`src/hdl/fp_sqrt_consts.svh`:
```
`ifndef FP_SQRT_CONSTS_SVH
`define FP_SQRT_CONSTS_SVH

// Half-precision field widths
`define FP_EXP_W 5
`define FP_MAN_W 10

// Exponent bias of the half-float format
`define FP_BIAS 15

// Significand with two integer bits, shifted up by the mantissa width
`define RAD_W 22

// One result bit per root stage
`define ROOT_W 11

// Unpack, eleven root stages, pack
`define SQRT_LATENCY 13

`endif

```
`src/hdl/fp_sqrt_pkg.sv`:
```
`default_nettype none

`include "fp_sqrt_consts.svh"

package fp_sqrt_pkg;

    // Sign, exponent, mantissa
    typedef logic [`FP_EXP_W+`FP_MAN_W:0] half_t;

    typedef logic [`FP_EXP_W-1:0] exp_t;

    typedef logic [`RAD_W-1:0] rad_t;

    typedef logic [`ROOT_W-1:0] root_t;

    // One operand slot in the root pipeline
    typedef struct packed {
        logic  valid;
        logic  special;
        half_t special_val;
        exp_t  res_exp;
        // Radicand bits still to be brought down, MSB first
        rad_t  rad;
        rad_t  rem;
        root_t root;
    } sqrt_work_t;

endpackage

`default_nettype wire

```
`src/hdl/fp_sqrt_unpack.sv`:
```
`timescale 1ns/1ps
`default_nettype none

`include "fp_sqrt_consts.svh"

module fp_sqrt_unpack import fp_sqrt_pkg::*; (
    input  logic       CLK,
    input  logic       nRST,
    input  logic       valid_data_in,
    input  half_t      input_val,
    output sqrt_work_t work
);

    logic                 sign;
    exp_t                 exp_in;
    logic [`FP_MAN_W-1:0] man_in;
    logic                 special;
    half_t                special_val;
    logic [3:0]           lz;
    logic [`FP_MAN_W:0]   sig;
    logic signed [6:0]    e_unb;
    logic signed [6:0]    e_even;
    logic [`FP_MAN_W+1:0] sig_adj;
    sqrt_work_t           work_n;
    sqrt_work_t           work_q;
    logic                 valid_q;

    assign sign   = input_val[`FP_EXP_W+`FP_MAN_W];
    assign exp_in = input_val[`FP_MAN_W +: `FP_EXP_W];
    assign man_in = input_val[`FP_MAN_W-1:0];

    always_comb begin
        special     = 1'b1;
        special_val = 16'h7E00;
        priority casez ({sign, exp_in, man_in})
            16'b0_11111_0000000000: special_val = 16'h7C00;
            16'b?_11111_??????????: special_val = 16'h7E00;
            16'b?_00000_0000000000: special_val = {sign, 15'b0};
            // Negative nonzero has no real root
            16'b1_?????_??????????: special_val = 16'h7E00;
            default:                special     = 1'b0;
        endcase
    end

    // Leading zeros of the mantissa, highest set bit wins
    always_comb begin
        lz = '0;
        for (int i = 0; i < `FP_MAN_W; i++) begin
            if (man_in[i]) begin
                lz = 4'(`FP_MAN_W - 1 - i);
            end
        end
    end

    always_comb begin
        if (exp_in == '0) begin
            sig   = {1'b0, man_in} << (lz + 4'd1);
            // -14 minus a shift of lz+1
            e_unb = -7'sd15 - $signed({3'b000, lz});
        end else begin
            sig   = {1'b1, man_in};
            e_unb = $signed({2'b00, exp_in}) - 7'sd`FP_BIAS;
        end

        // Even exponent so it halves cleanly
        if (e_unb[0]) begin
            sig_adj = {sig, 1'b0};
            e_even  = e_unb - 7'sd1;
        end else begin
            sig_adj = {1'b0, sig};
            e_even  = e_unb;
        end
    end

    always_comb begin
        work_n             = '0;
        work_n.valid       = valid_data_in;
        work_n.special     = special;
        work_n.special_val = special_val;
        work_n.res_exp     = exp_t'((e_even >>> 1) + 7'sd`FP_BIAS);
        work_n.rad         = {sig_adj, {`FP_MAN_W{1'b0}}};
    end

    always_ff @(posedge CLK, negedge nRST) begin
        if (!nRST) begin
            valid_q <= 1'b0;
        end else begin
            valid_q <= valid_data_in;
        end
    end

    always_ff @(posedge CLK) begin
        work_q <= work_n;
    end

    always_comb begin
        work       = work_q;
        work.valid = valid_q;
    end

    // First root stage needs a leading one in the top pair
    a_rad_top: assert property (@(posedge CLK) disable iff (!nRST)
        work.valid && !work.special |-> work.rad[`RAD_W-1 -: 2] != 2'b00);

endmodule

`default_nettype wire

```
`src/hdl/isqrt_stage.sv`:
```
`timescale 1ns/1ps
`default_nettype none

`include "fp_sqrt_consts.svh"

module isqrt_stage import fp_sqrt_pkg::*; (
    input  logic       CLK,
    input  logic       nRST,
    input  sqrt_work_t work_in,
    output sqrt_work_t work_out
);

    rad_t       rem_sh;
    rad_t       trial;
    rad_t       diff;
    logic       fits;
    sqrt_work_t work_n;
    sqrt_work_t work_q;
    logic       valid_q;

    always_comb begin
        // Bring down the next two radicand bits
        rem_sh = {work_in.rem[`RAD_W-3:0], work_in.rad[`RAD_W-1 -: 2]};
        trial  = rad_t'({work_in.root, 2'b01});
        fits   = rem_sh >= trial;
        diff   = rem_sh - trial;

        work_n      = work_in;
        work_n.rad  = {work_in.rad[`RAD_W-3:0], 2'b00};
        work_n.rem  = fits ? diff : rem_sh;
        work_n.root = {work_in.root[`ROOT_W-2:0], fits};
    end

    always_ff @(posedge CLK, negedge nRST) begin
        if (!nRST) begin
            valid_q <= 1'b0;
        end else begin
            valid_q <= work_in.valid;
        end
    end

    always_ff @(posedge CLK) begin
        work_q <= work_n;
    end

    always_comb begin
        work_out       = work_q;
        work_out.valid = valid_q;
    end

    // Restoring invariant, otherwise the next root bit would be lost
    a_rem_bound: assert property (@(posedge CLK) disable iff (!nRST)
        work_out.valid |-> work_out.rem <= rad_t'({work_out.root, 1'b0}));

endmodule

`default_nettype wire

```
`src/hdl/fp_sqrt_pack.sv`:
```
`timescale 1ns/1ps
`default_nettype none

`include "fp_sqrt_consts.svh"

module fp_sqrt_pack import fp_sqrt_pkg::*; (
    input  logic       CLK,
    input  logic       nRST,
    input  sqrt_work_t work,
    output half_t      output_val,
    output logic       valid_data_out
);

    half_t result_n;

    // Root is 1.f with the leading one dropped
    always_comb begin
        if (work.special) begin
            result_n = work.special_val;
        end else begin
            result_n = {1'b0, work.res_exp, work.root[`FP_MAN_W-1:0]};
        end
    end

    always_ff @(posedge CLK, negedge nRST) begin
        if (!nRST) begin
            valid_data_out <= 1'b0;
        end else begin
            valid_data_out <= work.valid;
        end
    end

    always_ff @(posedge CLK) begin
        output_val <= result_n;
    end

    // Unpack exponent range and eleven stages must give a normal result
    a_normal_out: assert property (@(posedge CLK) disable iff (!nRST)
        work.valid && !work.special |->
            work.root[`ROOT_W-1] && work.res_exp != '0 && work.res_exp != '1);

endmodule

`default_nettype wire

```
`src/hdl/fp_sqrt.sv`:
```
`timescale 1ns/1ps
`default_nettype none

`include "fp_sqrt_consts.svh"

module fp_sqrt import fp_sqrt_pkg::*; (
    input  logic  CLK,
    input  logic  nRST,
    input  logic  valid_data_in,
    input  half_t input_val,
    output half_t output_val,
    output logic  valid_data_out
);

    // Slot k feeds root stage k, last slot feeds pack
    sqrt_work_t stage_work [0:`ROOT_W];

    fp_sqrt_unpack u_unpack (
        .CLK           (CLK),
        .nRST          (nRST),
        .valid_data_in (valid_data_in),
        .input_val     (input_val),
        .work          (stage_work[0])
    );

    genvar k;
    generate
        for (k = 0; k < `ROOT_W; k++) begin : root_stage
            isqrt_stage u_stage (
                .CLK      (CLK),
                .nRST     (nRST),
                .work_in  (stage_work[k]),
                .work_out (stage_work[k+1])
            );
        end
    endgenerate

    fp_sqrt_pack u_pack (
        .CLK            (CLK),
        .nRST           (nRST),
        .work           (stage_work[`ROOT_W]),
        .output_val     (output_val),
        .valid_data_out (valid_data_out)
    );

endmodule

`default_nettype wire

```
`config.mk`:
```
export PLATFORM = sky130hd
export DESIGN_NAME = fp_sqrt
export DESIGN_NICKNAME = d
export VERILOG_FILES = /design/src/hdl/fp_sqrt_pkg.sv /design/src/hdl/fp_sqrt_unpack.sv /design/src/hdl/isqrt_stage.sv /design/src/hdl/fp_sqrt_pack.sv /design/src/hdl/fp_sqrt.sv
export VERILOG_INCLUDE_DIRS = /design/src /design/src/hdl
export SDC_FILE = /design/constraint.sdc
export NUM_CORES = 1
export LEC_CHECK = 0
export BUFFER_PORTS_ARGS = -buffer_cell sky130_fd_sc_hd__clkbuf_2
export CAP_MARGIN = 20
export CORE_MARGIN = 4
export CORE_UTILIZATION = 55
export CTS_BUF_LIST = sky130_fd_sc_hd__clkbuf_2 sky130_fd_sc_hd__clkbuf_4 sky130_fd_sc_hd__clkbuf_8
export DETAILED_ROUTE_END_ITERATION = 16
export PLACE_DENSITY = 0.69
export RECOVER_POWER = 25
export SKIP_CTS_REPAIR_TIMING = 1
export SLEW_MARGIN = 20
export SYNTH_ARGS = -nofsm -noshare
export SYNTH_HDL_FRONTEND = slang
export SYNTH_SLANG_ARGS = --single-unit
```
`constraint.sdc`:
```
create_clock -name CLK -period 4.1 [get_ports CLK]
set_input_delay 0.82 -clock CLK [delete_from_list [all_inputs] [get_ports CLK]]
set_output_delay 0.82 -clock CLK [all_outputs]
set_load 0.1 [all_outputs]
```
### Word level (Yosys, flattened, before mapping)

Cells that the tools add are included.

* output and inout port bits: 17
* register bits: 583
* input bits: 19

* $add $sub $neg: 15
* magnitude comparators: 11
* bitwise operators: 1
* mux-type cells: 27
* eq/ne operators: 2
* shifts and indexed selects: 1
* reduce and logical (&&, ||, !) cells: 4

Operators by type and width (count)
* 20-bit two-way mux: 9
* 4-bit two-way mux: 10
* 15-bit two-way mux: 2
* 22-bit by 10-bit >= comparator with 1-bit output: 1
* 22-bit by 11-bit >= comparator with 1-bit output: 1
* 22-bit by 12-bit >= comparator with 1-bit output: 1
* 22-bit by 3-bit >= comparator with 1-bit output: 1
* 22-bit by 4-bit >= comparator with 1-bit output: 1
* 22-bit by 5-bit >= comparator with 1-bit output: 1
* 22-bit by 6-bit >= comparator with 1-bit output: 1
* 22-bit by 7-bit >= comparator with 1-bit output: 1
* 22-bit by 8-bit >= comparator with 1-bit output: 1
* 22-bit by 9-bit >= comparator with 1-bit output: 1
* 11-bit two-way mux: 2
* 20-bit by 10-bit subtractor with 20-bit output: 1
* 20-bit by 11-bit subtractor with 20-bit output: 1
* 20-bit by 3-bit subtractor with 20-bit output: 1
* 20-bit by 4-bit subtractor with 20-bit output: 1
* 20-bit by 5-bit subtractor with 20-bit output: 1
* 20-bit by 6-bit subtractor with 20-bit output: 1
* 20-bit by 7-bit subtractor with 20-bit output: 1
* 20-bit by 8-bit subtractor with 20-bit output: 1
* 20-bit by 9-bit subtractor with 20-bit output: 1
* 16-bit by 15-bit == test with 1-bit output (second input constant): 1
* 17 further kinds: 18

### Depth between registers and ports, before layout

* depth after elaboration: 15
* mapped depth: 13

### Modules after synthesis

From an unflattened synthesis, not the netlist that was laid out.

* cells, all modules: 2802
* area, all modules: 30259.0 µm²

Modules (own cells, without submodules)
* isqrt_stage (root_stage[0].u_stage ...): instances 6, sequential area each 1526.5 µm², area an instance 2528.7 µm², cells an instance 233
* isqrt_stage (root_stage[5].u_stage ...): instances 5, sequential area each 1526.5 µm², area an instance 2477.4 µm², cells an instance 220
* fp_sqrt_unpack: instances 1, sequential area each 445.4 µm², area an instance 2113.3 µm², cells an instance 269
* fp_sqrt_pack: instances 1, sequential area each 345.3 µm², area an instance 586.8 µm², cells an instance 35

### Worst setup path before layout

No wires, ideal clock.

* path kind: input-to-reg
* from: input input_val[6]
* to: register u_unpack.work_q, in the netlist u_unpack.work[53]
* buffers on the path: 2
* library setup time: 0.125 ns
* data arrival time: 3.089 ns
* cell stages on the path: 12
* path slack: 0.886 ns
* path through: buf_2 or2_1 o21a_1 buf_2 ha_1 inv_1 or3_1 a211oi_1 and3b_1 a32o_1 nor2_1 nor3_1

* cells in the longest elaborated chain, start to end: 8
* elaborated cells between the ends (all ways): 10
* those cells by class: add/sub (2); shift (1); mux (7)

RTL lines
* start: declaration: line fp_sqrt.sv:10 `input half_t input_val,`
* 4-bit two-way mux (4 in series): line fp_sqrt_unpack.sv:49 `if (man_in[i]) begin`
* 4-bit by 1-bit adder with 4-bit output: line fp_sqrt_unpack.sv:57 `sig = {1'b0, man_in} << (lz + 4'd1);`
* 10-bit by 4-bit << shifter with 11-bit output: line fp_sqrt_unpack.sv:57
* 11-bit two-way mux: line fp_sqrt_unpack.sv:56 `if (exp_in == '0) begin`
* 11-bit two-way mux (*): line fp_sqrt_unpack.sv:66 `if (e_unb[0]) begin`
* named net u_unpack.sig_adj[10]: line fp_sqrt_unpack.sv:23 `` logic [`FP_MAN_W+1:0] sig_adj; ``
* end signal: assignment: line fp_sqrt_unpack.sv:93 `work_q <= work_n;`
* end: declaration: line fp_sqrt_unpack.sv:25 `sqrt_work_t work_q;`

Mark *: on every way through the listed nets, which the timed path passes. The rest lies on a longest branch.
A chain may end at the register's enable or synchronous reset.

### Worst setup path in the final report

* from: input input_val[2]
* to: register u_unpack.work_q, in the netlist u_unpack.work[53]

* cells in the longest elaborated chain, start to end: 12
* elaborated cells between the ends (all ways): 14
* those cells by class: add/sub (2); shift (1); mux (11)

RTL lines (line)
* 4-bit two-way mux (8 in series): fp_sqrt_unpack.sv:49
* 4-bit by 1-bit adder with 4-bit output: fp_sqrt_unpack.sv:57
* 10-bit by 4-bit << shifter with 11-bit output: fp_sqrt_unpack.sv:57
* 11-bit two-way mux: fp_sqrt_unpack.sv:56
* 11-bit two-way mux (*): fp_sqrt_unpack.sv:66
* named net u_unpack.sig_adj[10]: fp_sqrt_unpack.sv:23

Marked as above.

==> reports/results.txt <==
For the boundary pin count, the log shows 36. The filler cells instantiated in the layout total 2,168. Routed length on met1: 10,300 µm.

The top cell types in the final layout, fill and taps aside, are 404 x sky130_fd_sc_hd__dfxtp_1, 98 x sky130_fd_sc_hd__inv_1, 98 x sky130_fd_sc_hd__nor2_1. The required arrival time at the worst endpoint came out at 4550 ps. The synthesized instance count is 1,401. Based on the critical path, the design can be clocked at up to 341 MHz.

Global-route total usage across every layer: 16.3%. Counting flops with an async set or reset pin after synthesis yields a share of 3.12%. Setup total negative slack on the finished layout was measured at 0 ps. Routability-driven placement finished with a final weighted congestion of 0.828.

The number of antenna diodes in the final layout is 0. After global routing the overflow that remains totals 0. The floorplan step set the die width to 173 µm.

The synthesized design devotes to its leading area cell type 54.0% of total area. The worst slack on hold paths was 145 ps; the H-tree depth reported by CTS was 3. For this design, the sink count on the clock tree is 417. In this run, synthesis inferred 0 flip-flops with an integrated enable.

The initial core utilization is 55.7%, and the part of the Yosys area used for sequential elements is 56.2%. The core region is 26,900 µm². The part of the cycle the worst path needs is 71.5%, and the number of library cell types mapped by synthesis is 82.

The total of flip-flops plus latches after synthesis was 417. The endpoint type of the worst setup path was a register. The die height is 173 µm, and the share of the core filled with cells is 63.2%.

The total of buffers placed on input and output ports is 35, and the share of layout cells above drive strength 1 is 14.0%. The analysis attributes to cell leakage a power of 7.71 nW. A synthesized cell averages 10.7 µm². The run gives 42,200 µm as the first-pass GRT wire length. The logs give 9,692 for the via count of the first global-routing pass and 0 for the max-slew violation count. The area growth from synthesis to layout is 13.4%. The net count after synthesis came out at 1,500. The cell area that synthesis handed to floorplanning was 15,000 µm².

The worst-case IR drop observed on VDD is 0.276 mV. In the routed layout, each cell is associated on average with a via count of 5.07. The highest layer touched by signal routing is met4. The worst setup path is of the primary input to register kind. After clock tree synthesis, the clock-pin slew on the worst setup and hold paths is 60 ps. Clock latency on the worst-skew pair, taken at its later pin, is 580 ps. The initial antenna violation count came out at 0.

The minimum period implied by the final worst setup slack is 2930 ps. Buffer depth of the longest clock path: 3. Path type of the worst min-delay path: primary input to asynchronous set/reset pin. The run gives 4 as the number of detailed-routing iterations run before antenna repair.

The total count of hold-check failures in the final report came out at 0. The worst setup path is launched from a primary input. The tools report the detailed placer's ending HPWL as 17,400 µm.

The cell type contributing the most total cell area after synthesis was sky130_fd_sc_hd__dfxtp_1. The final routed wire length divided by cell count was 12.9 µm. The run gives 1,586 as the final net count. The most common flop cell mapped by yosys is sky130_fd_sc_hd__dfxtp_1. Number of violations of the max-capacitance limit: 0. After synthesis, the cell types taking the most area are sky130_fd_sc_hd__dfxtp_1 54%, sky130_fd_sc_hd__ha_1 6.4%, sky130_fd_sc_hd__xnor2_1 3.8%.

The tools report the count of antenna-violating nets left after detailed routing as 0. The site row count came out at 60. Clock tree synthesis selected as its root buffer the cell sky130_fd_sc_hd__clkbuf_8.

At the worst endpoint, the arrival time is 3380 ps. Leaving out fill and tap cells, the most frequent cell in the layout is sky130_fd_sc_hd__dfxtp_1. For the routed length on met3, the log shows 842 µm.

The tools report the number of violations reported at the end of detailed-routing iteration 0 as 363. In the routed design, unresolved DRC markers number 0. Yosys printed 0 warnings.

The number of setup violations in the final report is 0, and the actual slew at the worst max-slew pin is 719 ps. TritonCTS buffer count: 67. Setup repair after global routing left no endpoint under its margin. The worst pin sits at a relative slew slack of 51.5%.

The area of the die is 29,900 µm², and the wire length on met2 is 12,400 µm. Final wirelength: 24,200 µm. The flow ran to the end, and the final reports show no timing, DRC or antenna violations. For the final database, setup skew stands at 25.9 ps.

TritonCTS built the clock tree. The largest driver fanout on the critical path works out to 8. Summing over every cut layer, the via total after detailed routing is 9,535. For this design the ratio of total power to cell area is 609 nW/µm².

Entering global routing, the biggest net connects 20 pins.
## power breakdown
group	internal [W]	total, W	switching, W
Sequential	0.00477	0.00522	0.000449
Clock	0.00218	0.00372	0.00154
Combinational	0.000661	0.00140	0.000735
Total	0.00761	0.0103	0.00273
## flip-flops by register name, indices dropped and copies added, names as in the netlist
name	count
u_unpack.valid_q	1
root_stage.u_stage.work_out	367
u_pack.output_val	16
root_stage.u_stage.valid_q	11
u_pack.valid_data_out	1
u_unpack.work	21
## critical path, stage by stage
cell,delay [ps]
sky130_fd_sc_hd__clkbuf_2,150
sky130_fd_sc_hd__nor2_1,130
sky130_fd_sc_hd__nor3_1,60
sky130_fd_sc_hd__o31ai_1,340
sky130_fd_sc_hd__inv_1,140
sky130_fd_sc_hd__ha_1,460
sky130_fd_sc_hd__inv_1,80
sky130_fd_sc_hd__or3_1,370
sky130_fd_sc_hd__a211oi_1,220
sky130_fd_sc_hd__and3b_1,210
sky130_fd_sc_hd__a32o_1,240
sky130_fd_sc_hd__nor2_1,100
sky130_fd_sc_hd__nor3_1,50
## synth_stat cells (10+ instances only)
cell type and number:
sky130_fd_sc_hd__clkbuf_1 14, sky130_fd_sc_hd__nand4_1 11, sky130_fd_sc_hd__o21ai_0 43, sky130_fd_sc_hd__a211oi_1 10, sky130_fd_sc_hd__nor2b_1 19, sky130_fd_sc_hd__inv_1 98
sky130_fd_sc_hd__dfrtp_1 13, sky130_fd_sc_hd__nand3b_1 13, sky130_fd_sc_hd__nand2_1 75, sky130_fd_sc_hd__mux2_2 19, sky130_fd_sc_hd__nor3_1 42, sky130_fd_sc_hd__and2_1 12
sky130_fd_sc_hd__nor2_1 98, sky130_fd_sc_hd__dfxtp_1 404, sky130_fd_sc_hd__xor2_1 58, sky130_fd_sc_hd__nand3_1 34, sky130_fd_sc_hd__xnor2_1 65, sky130_fd_sc_hd__ha_1 76
sky130_fd_sc_hd__a21oi_1 59, sky130_fd_sc_hd__a21o_1 19, sky130_fd_sc_hd__nand2b_1 17, sky130_fd_sc_hd__nor4_1 23, sky130_fd_sc_hd__o21a_1 15
## per-stage QoR
step	cells	total power, W	worst slack, ps	cell area, µm²
after floorplan	1401	0.00636	886	15000
after global placement	1759	0.00665	560	15500
after detailed placement	1759	0.00669	575	15500
after CTS	1880	0.0105	1180	17000
after global routing	1880	0.0109	866	17000
final	1880	0.0103	1170	17000
## layer usage
| metal | GRT usage [%] | up-vias |
|---|---|---|
| met3 | 3.13 | 58 |
| li1 | - | 4992 |
| met1 | 18.1 | 4333 |
| met4 | 7.45 | 0 |
| met2 | 30.2 | 152 |
| met5 | 0 | - |
## final timing paths
| check | from | end | slack, ps | cells past startpoint |
|---|---|---|---|---|
| max in group asynchronous | nRST | root_stage[2].u_stage.valid_q | 3700 | 1 |
| hold reg to reg | root_stage[1].u_stage.work_out[47] | root_stage[2].u_stage.work_out[49] | 310 | 0 |
| hold / removal | nRST | root_stage[4].u_stage.valid_q | 140 | 1 |
| setup reg to reg | root_stage[6].u_stage.work_out[11] | root_stage[7].u_stage.work_out[30] | 1230 | 9 |
| min in group CLK | root_stage[1].u_stage.work_out[47] | root_stage[2].u_stage.work_out[49] | 310 | 0 |
| setup / recovery | input_val[2] | u_unpack.work[53] | 1170 | 13 |
## logic make-up after synthesis
family	synth area share, %
flip-flops	56.2
AND/OR/NAND/NOR	14.5
AO/OA/AOI/OAI	9.64
buffers and inverters	3.40
XOR/XNOR	7.38
adder cells (fa/ha/maj)	6.89
multiplexers	1.96
other	0.0251
## final cells by class
type                    instances  area, µm²  area share (%)
well taps                     341        427            2.51
repair buffers                 44        243            1.43
flip-flops and latches        417       8410            49.5
multi-input cells             859       6050            35.6
inverters                      98        368            2.17
clock inverters                15        183            1.08
clock buffers                 106       1300            7.67
(Power assumes the default switching activity.)
